--- src/rv_pipe_macros.svh ---
`ifndef RV_PIPE_MACROS_SVH
`define RV_PIPE_MACROS_SVH

`define XLEN        32
`define REG_ADDR_W  5
`define NUM_REGS    32

// RV32I major opcodes
`define OPC_OP      7'b0110011
`define OPC_OP_IMM  7'b0010011
`define OPC_LUI     7'b0110111
`define OPC_STORE   7'b0100011
`define OPC_BRANCH  7'b1100011
`define OPC_JAL     7'b1101111

// ALU funct3 values, shared by OP and OP_IMM
`define F3_ADD_SUB  3'b000
`define F3_SLL      3'b001
`define F3_SLT      3'b010
`define F3_SLTU     3'b011
`define F3_XOR      3'b100
`define F3_SRL_SRA  3'b101
`define F3_OR       3'b110
`define F3_AND      3'b111

// Branch and store funct3 values
`define F3_BEQ      3'b000
`define F3_BNE      3'b001
`define F3_BLT      3'b100
`define F3_BGE      3'b101
`define F3_SW       3'b010

`endif

--- src/rv_pipe_pkg.sv ---
`include "rv_pipe_macros.svh"

package rv_pipe_pkg;

    typedef logic [`XLEN-1:0]       xlen_t;
    typedef logic [`REG_ADDR_W-1:0] reg_idx_t;
    typedef logic [2:0]             funct3_t;

    // Bit 0 picks the immediate as operand b, bit 1 forces operand a to zero
    typedef logic [1:0]             alu_src_t;

    // The zero value of every enum must stay the bubble encoding
    typedef enum logic [4:0] {
        alu_add,
        alu_sub,
        alu_and,
        alu_or,
        alu_xor,
        alu_slt,
        alu_sltu,
        alu_sll,
        alu_srl,
        alu_sra,
        alu_pass_b
    } alu_ctrl_e;

    typedef enum logic [2:0] {
        bj_none,
        bj_beq,
        bj_bne,
        bj_blt,
        bj_bge,
        bj_jal
    } branch_jump_e;

    typedef enum logic [1:0] {
        res_alu,
        res_pc_plus4
    } result_src_e;

    typedef struct packed {
        xlen_t    pc;
        xlen_t    pc_plus4;
        reg_idx_t rs1;
        reg_idx_t rs2;
        reg_idx_t rd;
        xlen_t    imm_ext;
        xlen_t    read_data1;
        xlen_t    read_data2;
        funct3_t  funct3;
    } id_ex_data_t;

    typedef struct packed {
        logic         reg_write;
        result_src_e  result_src;
        logic         mem_write;
        alu_ctrl_e    alu_ctrl;
        branch_jump_e branch_jump;
        alu_src_t     alu_src;
    } id_ex_ctrl_t;

    typedef struct packed {
        logic     reg_write;
        logic     mem_write;
        reg_idx_t rd;
        xlen_t    result;
        xlen_t    store_data;
    } ex_out_t;

endpackage

--- src/ex_stage.sv ---
`timescale 1ns/1ns
`include "rv_pipe_macros.svh"

module ex_stage import rv_pipe_pkg::*; (
    input  id_ex_data_t ex_data,
    input  id_ex_ctrl_t ex_ctrl,
    output ex_out_t     ex_out,
    output logic        branch_taken,
    output xlen_t       branch_target
);

    localparam int shamt_w = $clog2(`XLEN);

    xlen_t              src_a;
    xlen_t              src_b;
    xlen_t              alu_y;
    logic [shamt_w-1:0] shamt;
    logic               cmp_eq;
    logic               cmp_lt;

    assign src_a = ex_ctrl.alu_src[1] ? '0 : ex_data.read_data1;
    assign src_b = ex_ctrl.alu_src[0] ? ex_data.imm_ext : ex_data.read_data2;
    assign shamt = src_b[shamt_w-1:0];

    always_comb begin
        case (ex_ctrl.alu_ctrl)
            alu_add:    alu_y = src_a + src_b;
            alu_sub:    alu_y = src_a - src_b;
            alu_and:    alu_y = src_a & src_b;
            alu_or:     alu_y = src_a | src_b;
            alu_xor:    alu_y = src_a ^ src_b;
            alu_slt:    alu_y = ($signed(src_a) < $signed(src_b)) ? xlen_t'(1) : '0;
            alu_sltu:   alu_y = (src_a < src_b) ? xlen_t'(1) : '0;
            alu_sll:    alu_y = src_a << shamt;
            alu_srl:    alu_y = src_a >> shamt;
            alu_sra:    alu_y = xlen_t'($signed(src_a) >>> shamt);
            alu_pass_b: alu_y = src_b;
            default:    alu_y = '0;
        endcase
    end

    // Branches compare the register operands, never the immediate
    assign cmp_eq = (ex_data.read_data1 == ex_data.read_data2);
    assign cmp_lt = ($signed(ex_data.read_data1) < $signed(ex_data.read_data2));

    always_comb begin
        case (ex_ctrl.branch_jump)
            bj_beq:  branch_taken = cmp_eq;
            bj_bne:  branch_taken = !cmp_eq;
            bj_blt:  branch_taken = cmp_lt;
            bj_bge:  branch_taken = !cmp_lt;
            bj_jal:  branch_taken = 1'b1;
            default: branch_taken = 1'b0;
        endcase
    end

    assign branch_target = ex_data.pc + ex_data.imm_ext;

    always_comb begin
        ex_out            = '0;
        ex_out.reg_write  = ex_ctrl.reg_write;
        ex_out.mem_write  = ex_ctrl.mem_write;
        ex_out.rd         = ex_data.rd;
        ex_out.store_data = ex_data.read_data2;
        if (ex_ctrl.result_src == res_pc_plus4) begin
            ex_out.result = ex_data.pc_plus4;  // Link address for JAL
        end else begin
            ex_out.result = alu_y;  // For SW this is the store address
        end
    end

endmodule

--- src/id_stage.sv ---
`timescale 1ns/1ns
`include "rv_pipe_macros.svh"

module id_stage import rv_pipe_pkg::*; (
    input  logic        clk,
    input  logic        arst_n,
    input  logic        instr_valid,
    input  xlen_t       instr,
    input  xlen_t       pc,
    input  logic        wb_en,
    input  reg_idx_t    wb_rd,
    input  xlen_t       wb_data,
    output id_ex_data_t id_data,
    output id_ex_ctrl_t id_ctrl
);

    logic [6:0] opcode;
    funct3_t    funct3;
    reg_idx_t   rs1;
    reg_idx_t   rs2;
    reg_idx_t   rd;
    logic       funct7_5;
    xlen_t      imm_i;
    xlen_t      imm_s;
    xlen_t      imm_b;
    xlen_t      imm_u;
    xlen_t      imm_j;
    xlen_t      imm_ext;
    xlen_t      read_data1;
    xlen_t      read_data2;

    // OP and OP_IMM share the funct3 map, only OP may select sub
    function automatic alu_ctrl_e decode_alu(input funct3_t f3, input logic alt,
                                             input logic reg_op);
        alu_ctrl_e op;
        op = alu_add;
        case (f3)
            `F3_ADD_SUB: op = (reg_op && alt) ? alu_sub : alu_add;
            `F3_SLL:     op = alu_sll;
            `F3_SLT:     op = alu_slt;
            `F3_SLTU:    op = alu_sltu;
            `F3_XOR:     op = alu_xor;
            `F3_SRL_SRA: op = alt ? alu_sra : alu_srl;
            `F3_OR:      op = alu_or;
            `F3_AND:     op = alu_and;
        endcase
        return op;
    endfunction

    assign opcode   = instr[6:0];
    assign rd       = instr[11:7];
    assign funct3   = instr[14:12];
    assign rs1      = instr[19:15];
    assign rs2      = instr[24:20];
    assign funct7_5 = instr[30];

    assign imm_i = {{20{instr[31]}}, instr[31:20]};
    assign imm_s = {{20{instr[31]}}, instr[31:25], instr[11:7]};
    assign imm_b = {{19{instr[31]}}, instr[31], instr[7], instr[30:25], instr[11:8], 1'b0};
    assign imm_u = {instr[31:12], 12'b0};
    assign imm_j = {{11{instr[31]}}, instr[31], instr[19:12], instr[20], instr[30:21], 1'b0};

    reg_file u_rf (
        .clk    (clk),
        .arst_n (arst_n),
        .we     (wb_en),
        .waddr  (wb_rd),
        .wdata  (wb_data),
        .raddr1 (rs1),
        .raddr2 (rs2),
        .rdata1 (read_data1),
        .rdata2 (read_data2)
    );

    always_comb begin
        id_ctrl = '0;  // Anything not matched below leaves a bubble
        imm_ext = '0;
        case (opcode)
            `OPC_OP: begin
                id_ctrl.reg_write = 1'b1;
                id_ctrl.alu_ctrl  = decode_alu(funct3, funct7_5, 1'b1);
            end
            `OPC_OP_IMM: begin
                imm_ext           = imm_i;
                id_ctrl.reg_write = 1'b1;
                id_ctrl.alu_src   = 2'b01;
                id_ctrl.alu_ctrl  = decode_alu(funct3, funct7_5, 1'b0);
            end
            `OPC_LUI: begin
                imm_ext           = imm_u;
                id_ctrl.reg_write = 1'b1;
                id_ctrl.alu_src   = 2'b11;  // Zero plus the upper immediate
                id_ctrl.alu_ctrl  = alu_add;
            end
            `OPC_STORE: begin
                imm_ext = imm_s;
                if (funct3 == `F3_SW) begin
                    id_ctrl.mem_write = 1'b1;
                    id_ctrl.alu_src   = 2'b01;
                end
            end
            `OPC_BRANCH: begin
                imm_ext = imm_b;
                case (funct3)
                    `F3_BEQ: id_ctrl.branch_jump = bj_beq;
                    `F3_BNE: id_ctrl.branch_jump = bj_bne;
                    `F3_BLT: id_ctrl.branch_jump = bj_blt;
                    `F3_BGE: id_ctrl.branch_jump = bj_bge;
                    default: id_ctrl.branch_jump = bj_none;
                endcase
            end
            `OPC_JAL: begin
                imm_ext             = imm_j;
                id_ctrl.reg_write   = 1'b1;
                id_ctrl.result_src  = res_pc_plus4;
                id_ctrl.branch_jump = bj_jal;
            end
            default: begin
                imm_ext = '0;
            end
        endcase
        if (!instr_valid) begin
            id_ctrl = '0;
        end
    end

    always_comb begin
        id_data            = '0;
        id_data.pc         = pc;
        id_data.pc_plus4   = pc + xlen_t'(4);
        id_data.rs1        = rs1;
        id_data.rs2        = rs2;
        id_data.rd         = rd;
        id_data.imm_ext    = imm_ext;
        id_data.read_data1 = read_data1;
        id_data.read_data2 = read_data2;
        id_data.funct3     = funct3;
    end

endmodule

--- src/pipereg_id_ex.sv ---
`timescale 1ns/1ns

module pipereg_id_ex import rv_pipe_pkg::*; (
    input  logic        clk,
    input  logic        arst_n,
    input  logic        clr,
    input  id_ex_data_t data_in,
    input  id_ex_ctrl_t ctrl_in,
    output id_ex_data_t data_out,
    output id_ex_ctrl_t ctrl_out
);

    // The data word always follows decode, even for a squashed slot
    always_ff @(posedge clk or negedge arst_n) begin
        if (!arst_n) begin
            data_out <= '0;
        end else begin
            data_out <= data_in;
        end
    end

    // Flush replaces the control word with a bubble
    always_ff @(posedge clk or negedge arst_n) begin
        if (!arst_n) begin
            ctrl_out <= '0;
        end else if (clr) begin
            ctrl_out <= '0;
        end else begin
            ctrl_out <= ctrl_in;
        end
    end

endmodule

--- src/reg_file.sv ---
`timescale 1ns/1ns
`include "rv_pipe_macros.svh"

module reg_file import rv_pipe_pkg::*; (
    input  logic     clk,
    input  logic     arst_n,
    input  logic     we,
    input  reg_idx_t waddr,
    input  xlen_t    wdata,
    input  reg_idx_t raddr1,
    input  reg_idx_t raddr2,
    output xlen_t    rdata1,
    output xlen_t    rdata2
);

    xlen_t regs [1:`NUM_REGS-1];  // x0 has no storage

    logic wr_active;

    assign wr_active = we && (waddr != '0);

    always_ff @(posedge clk or negedge arst_n) begin
        if (!arst_n) begin
            for (int i = 1; i < `NUM_REGS; i++) begin
                regs[i] <= '0;
            end
        end else if (wr_active) begin
            regs[waddr] <= wdata;
        end
    end

    // A write in flight is forwarded so decode sees it in the same cycle
    always_comb begin
        if (raddr1 == '0) begin
            rdata1 = '0;
        end else if (wr_active && (raddr1 == waddr)) begin
            rdata1 = wdata;
        end else begin
            rdata1 = regs[raddr1];
        end

        if (raddr2 == '0) begin
            rdata2 = '0;
        end else if (wr_active && (raddr2 == waddr)) begin
            rdata2 = wdata;
        end else begin
            rdata2 = regs[raddr2];
        end
    end

endmodule

--- src/rv_id_ex_top.sv ---
`timescale 1ns/1ns

module rv_id_ex_top import rv_pipe_pkg::*; (
    input  logic     clk,
    input  logic     arst_n,
    input  logic     instr_valid,
    input  xlen_t    instr,
    input  xlen_t    pc,
    input  logic     wb_en,
    input  reg_idx_t wb_rd,
    input  xlen_t    wb_data,
    output ex_out_t  ex_out,
    output logic     branch_taken,
    output xlen_t    branch_target
);

    id_ex_data_t id_data;
    id_ex_ctrl_t id_ctrl;
    id_ex_data_t ex_data;
    id_ex_ctrl_t ex_ctrl;

    id_stage u_id (
        .clk         (clk),
        .arst_n      (arst_n),
        .instr_valid (instr_valid),
        .instr       (instr),
        .pc          (pc),
        .wb_en       (wb_en),
        .wb_rd       (wb_rd),
        .wb_data     (wb_data),
        .id_data     (id_data),
        .id_ctrl     (id_ctrl)
    );

    // A taken branch in execute squashes the instruction now in decode
    pipereg_id_ex u_id_ex (
        .clk      (clk),
        .arst_n   (arst_n),
        .clr      (branch_taken),
        .data_in  (id_data),
        .ctrl_in  (id_ctrl),
        .data_out (ex_data),
        .ctrl_out (ex_ctrl)
    );

    ex_stage u_ex (
        .ex_data       (ex_data),
        .ex_ctrl       (ex_ctrl),
        .ex_out        (ex_out),
        .branch_taken  (branch_taken),
        .branch_target (branch_target)
    );

endmodule

--- config.mk ---
export PLATFORM = sky130hd
export DESIGN_NAME = rv_id_ex_top
export DESIGN_NICKNAME = d
export VERILOG_FILES = /design/src/rv_pipe_pkg.sv /design/src/ex_stage.sv /design/src/id_stage.sv /design/src/pipereg_id_ex.sv /design/src/reg_file.sv /design/src/rv_id_ex_top.sv
export VERILOG_INCLUDE_DIRS = /design/src
export SDC_FILE = /design/constraint.sdc
export NUM_CORES = 2
export LEC_CHECK = 0
export BUFFER_PORTS_ARGS = -buffer_cell sky130_fd_sc_hd__buf_2
export CAP_MARGIN = 25
export CORE_MARGIN = 2
export CORE_UTILIZATION = 45
export CTS_CLUSTER_DIAMETER = 200
export DETAILED_ROUTE_END_ITERATION = 10
export PLACE_DENSITY = 0.71
export REMOVE_ABC_BUFFERS = 1
export SETUP_SLACK_MARGIN = 0.3
export SKIP_LAST_GASP = 1
export SLEW_MARGIN = 20
export SYNTH_ARGS = -nofsm -noshare
export SYNTH_HDL_FRONTEND = slang
export SYNTH_SLANG_ARGS = --single-unit
--- constraint.sdc ---
create_clock -name clk -period 8.35 [get_ports clk]
set_input_delay 1.67 -clock clk [delete_from_list [all_inputs] [get_ports clk]]
set_output_delay 1.67 -clock clk [all_outputs]
set_load 0.05 [all_outputs]
# Yosys cells after proc, flatten, opt, wreduce, memory -nomap -nowiden
# Index checks and enable logic that the tools add are counted.
[op_classes]
add_sub_neg = 4
magnitude_cmp = 7
eq_ne = 32
n_shift = 3
mux = 36
n_bitwise = 6
reduce_logical = 12
[op_table]
columns = ["op", "n"]
rows = [
  ["992-bit bitwise mux", 1],
  ["32-bit two-way mux", 12],
  ["32-bit case mux with 11 select lines", 1],
  ["32-bit binary-select mux with 5-bit select", 2],
  ["32-bit demux with 5-bit select", 1],
  ["32-bit case mux with 5 select lines", 1],
  ["32-bit less-than comparator", 3],
  ["5-bit case mux with 8 select lines", 2],
  ["32-bit adder", 2],
  ["32-bit by 3-bit adder with 32-bit output (second input constant)", 1],
  ["32-bit bitwise AND", 1],
  ["32-bit equality test", 1],
  ["32-bit bitwise OR", 1],
  ["32-bit by 5-bit << shifter with 32-bit output", 1],
  ["32-bit by 5-bit >> shifter with 32-bit output", 1],
  ["32-bit by 5-bit >>> shifter with 32-bit output", 1],
  ["32-bit subtractor", 1],
  ["32-bit bitwise XOR", 1],
  ["14-bit two-way mux", 2],
  ["7-bit by 6-bit equality test with 1-bit output (second input constant)", 3],
  ["5-bit by 3-bit equality test with 1-bit output (second input constant)", 4],
  ["3-bit equality test (second input constant)", 6],
  ["6-bit >= comparator (second input constant)", 3],
  ["5-bit inverter with 6-bit output", 3],
  ["other kinds (22)", 45],
]
[totals]
regBits = 1171
in_bits = 105
out_inout_bits = 104
word_cells = 143

# Logic depth before layout (Yosys ltp)
[logic_depth]
depth_word = 6
depth_mapped = 19
mapped_depth_nobuf = 15

# By module
# From an unflattened synthesis, not the netlist that was laid out.
[unflattened]
hier_cells = 5984
area_unflattened_um2 = 72665.9
[by_module_without_submodules]
columns = ["mod", "n_inst", "cells_per_inst", "area_per_inst_um2", "seq_area_each_um2"]
rows = [
  ["reg_file", 1, 3641, 53398.7, 24823.8],
  ["ex_stage", 1, 1900, 12699.7, 0.0],
  ["pipereg_id_ex", 1, 207, 4932.2, 4804.6],
  ["id_stage", 1, 236, 1635.3, 0.0],
]

# Worst setup path before layout
# No wires, ideal clock.
[synth_path]
path_kind = "reg2out"
start = "register u_id_ex.ctrl_out[0] (netlist name)"
end = "output port ex_out[53] (netlist name)"
arrival_time_ns = 4.877
required_ns = 6.680
setup_slack_ns = 1.803
path_stages_with_launch = 18
path_buffers = 6
path_cell_list = "dfrtp_1 > buf_2 > buf_1 > o21a_1 > buf_2 > buf_1 > clkbuf_1 > ha_1 > clkbuf_1 > a2111oi_1 > o311ai_1 > a211oi_1 > nor3_1 > o21ai_0 > o21ai_0 > xnor2_1 > a221oi_1 > o21ai_0"
[synth_lines]
columns = ["item", "line", "rtl"]
rows = [
  ["start, declared", "pipereg_id_ex.sv:10", "output id_ex_ctrl_t ctrl_out"],
  ["start signal, assigned", "pipereg_id_ex.sv:29", "ctrl_out <= ctrl_in;"],
  ["end, declared", "rv_id_ex_top.sv:12", "output ex_out_t ex_out,"],
]

==> key figures <==
Clock tree
  • Clk Latency, worst-skew pair: 0.79 ns
  • Root buffer cell: clkbuf_16
  • Setup repair bufs after CTS: 0
  • Cts bufs inserted: 131
  • CTS H-tree lvls: 4
  • CTS tree: done
  • Hold-fix buffers at CTS: 0
  • CTS sink cnt: 1167
  • Clock buffer depth: 3
  • Reg clk slew, reported paths: 0.06 ns

Global routing
  • First-pass GRT wire length: 360 mm
  • Grt ovf: 0
  • Vias in the first global route: 52.4k
  • GRT Util Overall: 0.301
  • Largest net degree at the start of global routing: 172
  • Initial antenna violation count: 28

Floorplanning
  • Die Y: 402 um
  • Top Ports: 209
  • Core area: 158000 um^2
  • Starting Density: 0.451
  • Horiz. Die Dim: 402 um
  • FP Rows: 146
  • Die area: 161000 um^2

Setup path
  • Crit path largest cell delay: 0.81 ns
  • R2R Path Start: u_id_ex.data_out[12]
  • R2R depth: 12
  • CP max stage cell: dfrtp_2
  • Critical Path Start Type: register
  • R2R Setup Slk: 5.05 ns
  • Critical path fanouts, max: 22
  • CP Class: reg2out
  • WP data required: 6.68 ns
  • Cell class contributing the biggest share of worst-path delay: compound AO/OA/AOI/OAI gates
  • Worst r2r dst: u_id_ex.ctrl_out[0]
  • Worst path cell trace: buf_4, mux2i_1, ha_1, nand2_1, or3_1, a2111oi_2, a211o_1, a31o_1, a221oi_2, o21bai_1, a2111oi_2, o41ai_1, nand3_1, buf_2
  • Most used cell, CP: a2111oi_2
  • Worst Path Arrival: 6.20 ns
  • WP buf/inv: 2
  • Critical Path End Type: output port

Synth
  • Post-Synth Simple-Gate Area: 0.0565
  • Leading cell types by count after synthesis: dfrtp_1 (1167), mux2_2 (1035), mux4_2 (586)
  • Synth Area in Adders: 0.0304
  • Yosys warning total: 0
  • Post-synth top flop: dfrtp_1
  • Post-synth ARST share: 1.00
  • Post-synth EDFFs: 0
  • Top-count cell post-synth: dfrtp_1
  • Post-Synthesis Cell Area: 71200 um^2
  • Largest family of logic cells by synthesized area: multiplexers
  • Mean Syn Cell Area: 12.5 um^2
  • Fraction of synthesized area in multiplexers: 0.373
  • Synth Area in Compound Gates: 0.0786
  • Flops & latches, synth: 1167
  • Post-synthesis cell count: 5707
  • Post-synthesis xor/xnor area fraction: 0.0113
  • Yosys top cell by area: dfrtp_1
  • Post-synthesis sequential area ratio: 0.410
  • Main area contributors after synthesis: dfrtp_1 (41%), mux4_2 (19%), mux2_2 (16%)
  • Synth cell types: 81
  • Share of the synthesized area in the top cell type: 0.410

Drt
  • Total number of vias: 51.7k
  • TritonRoute pass-1 iters: 6
  • Wire per inst: 31.4 um
  • Residual DRC: 0
  • Starting DRT DRC Count: 6167
  • Final ANT Viol Nets: 0
  • DRT Wirelength: 244 mm
  • Vias per std cell: 6.64

Timing
  • Layout Skew: 0.0284 ns
  • Worst-Margin Slew: 1.09 ns
  • Max Slew Vio Count: 0
  • Final setup margin: 0.478 ns
  • Hold Vio Cnt, Final: 0
  • Final setup viols: 0
  • RSZ-0062 raised after global routing: false
  • Fin crit share: 0.943
  • Fmax: 0.127 GHz
  • Period minus WS final: 7.87 ns
  • Rel. slew slack: 0.264

Pwr
  • Cell Pwr Density: 266 nW/um^2
  • Comb power frac: 0.354
  • Sw Ratio: 0.368
  • Sw Pwr: 7.66 mW
  • Worst vdd ir: 208 uV
  • P_leak: 33.9 nW
  • Seq pwr share: 0.366
  • Clock power frac: 0.280
  • Internal: 13.1 mW

Worst hold path
  • Hold endpoint: u_id.u_rf.regs[810]
  • Min-delay src: u_id.u_rf.regs[810]
  • Hold path depth: 1
  • Hold WC Path Type: reg2reg

Status
  • Status: finished clean

Placement
  • Placed Area: 74000 um^2
  • HPWL after DPL: 161 mm
  • Pre-CTS setup slack: 1.05 ns
  • Final GP Congestion: 1.00
  • PortBufs: 208

Layout
  • Fin nets: 5898
  • Fillers: 13.5k
  • Multi-input logic area: 39400 um^2
  • Layout cells sized above 1: 0.389
  • Post-Layout Inst Area: 78300 um^2
  • Area delta synth->final: 9.96%
  • Storage element area: 29200 um^2

Run
  • Max Cap Viol: 0
[what timing repair did]
| action | 4_1_cts | 5_1_grt |
|---|---|---|
| pin swaps | 0 | 0 |
| cloned | 0 | 0 |
| gates resized for setup | 1 | 2 |
| endpoints found under the setup margin | 1 | 3 |
[worst reg2reg max path, stage by stage (launching register included)]
cell and delay (ns):
dfrtp_1 0.61, inv_1 0.10, ha_1 0.33, a21o_1 0.18
a21o_1 0.17, a21oi_1 0.14, nor2_1 0.06, o41ai_1 0.38
nand3_1 0.19, a21boi_0 0.20, nor3_1 0.23, buf_4 0.27
o311a_1 0.34
[power by group through the flow]
stage	clock, mW	sequential (mW)	combinational (mW)
detailed placement	0	7.65	7.23
global route	6.12	7.72	7.82
finish	5.82	7.61	7.37
CTS	5.89	7.56	7.27
floorplan	0	7.46	4.94
global placement	0	7.54	7.16
[layout make-up]
cell class / count / area share
multi-input cells: 3838 / 0.503
flip-flops and latches: 1167 / 0.373
clock buffers: 179 / 0.0475
well taps: 2072 / 0.0331
repair buffers: 331 / 0.0286
inverters: 153 / 0.00733
clock inverters: 46 / 0.00693
diodes: 7 / 0.000224
[layout by cell type, fill, tap and decap left out, drive strengths merged, types with 49 or more instances in the layout]
master / instances
nand3: 69
nor2b: 62
o21ai: 237
a21oi: 270
inv: 162
mux2: 1035
mux4: 586
dfrtp: 1167
nor2: 164
ha: 168
buf: 329
clkbuf: 181
mux2i: 173
nand2: 409
xnor2: 73
nor3: 49
[sequential cells by signal (all words and copies together), names as in the netlist]
register          count
u_id.u_rf.regs      992
u_id_ex.data_out    163
u_id_ex.ctrl_out     12
[worst max-delay path by stage]
| stage | from | endpoint | slack [ns] | cells after the start |
|---|---|---|---|---|
| after floorplan | u_id_ex.ctrl_out[0] | ex_out[54] | -2.28 | 15 |
| after global placement | u_id_ex.ctrl_out[0] | ex_out[32] | 1.14 | 14 |
| after detailed placement | u_id_ex.ctrl_out[0] | ex_out[32] | 1.05 | 14 |
| after CTS | u_id_ex.ctrl_out[0] | ex_out[63] | 0.44 | 16 |
| after global routing | u_id_ex.ctrl_out[0] | ex_out[32] | 0.34 | 14 |
| final | u_id_ex.ctrl_out[0] | ex_out[32] | 0.48 | 14 |
[through the flow]
stage               cells  utilization  total power [mW]  setup TNS, ns  hold WS [ns]
floorplan            5158            -              12.4         -53.76         0.491
global placement     7557        0.469              14.7              0         0.499
detailed placement   7558        0.469              14.9              0         0.509
CTS                  7783        0.496              20.7              0         0.521
global route         7791        0.496              21.7              0         0.535
finish               7793        0.496              20.8              0         0.520
[metal layers]
metal	part of all wire	vias to the layer above	wire length, um	track usage
met2	0.46	2566	114000	0.471
met4	0.054	22	13100	0.147
met1	0.39	27200	96500	0.400
met3	0.087	657	21200	0.0622
met5	0.00065	-	158	0
li1	-	21300	-	-
[cells by family after synthesis]
| family | after synthesis |
|---|---|
| compound gates | 893 |
| buf+inv | 702 |
| xor+xnor | 92 |
| mux | 1794 |
| fa+ha+maj | 171 |
| simple gates | 888 |
| flops | 1167 |
Note: power is estimated with default switching activity, not from simulation.
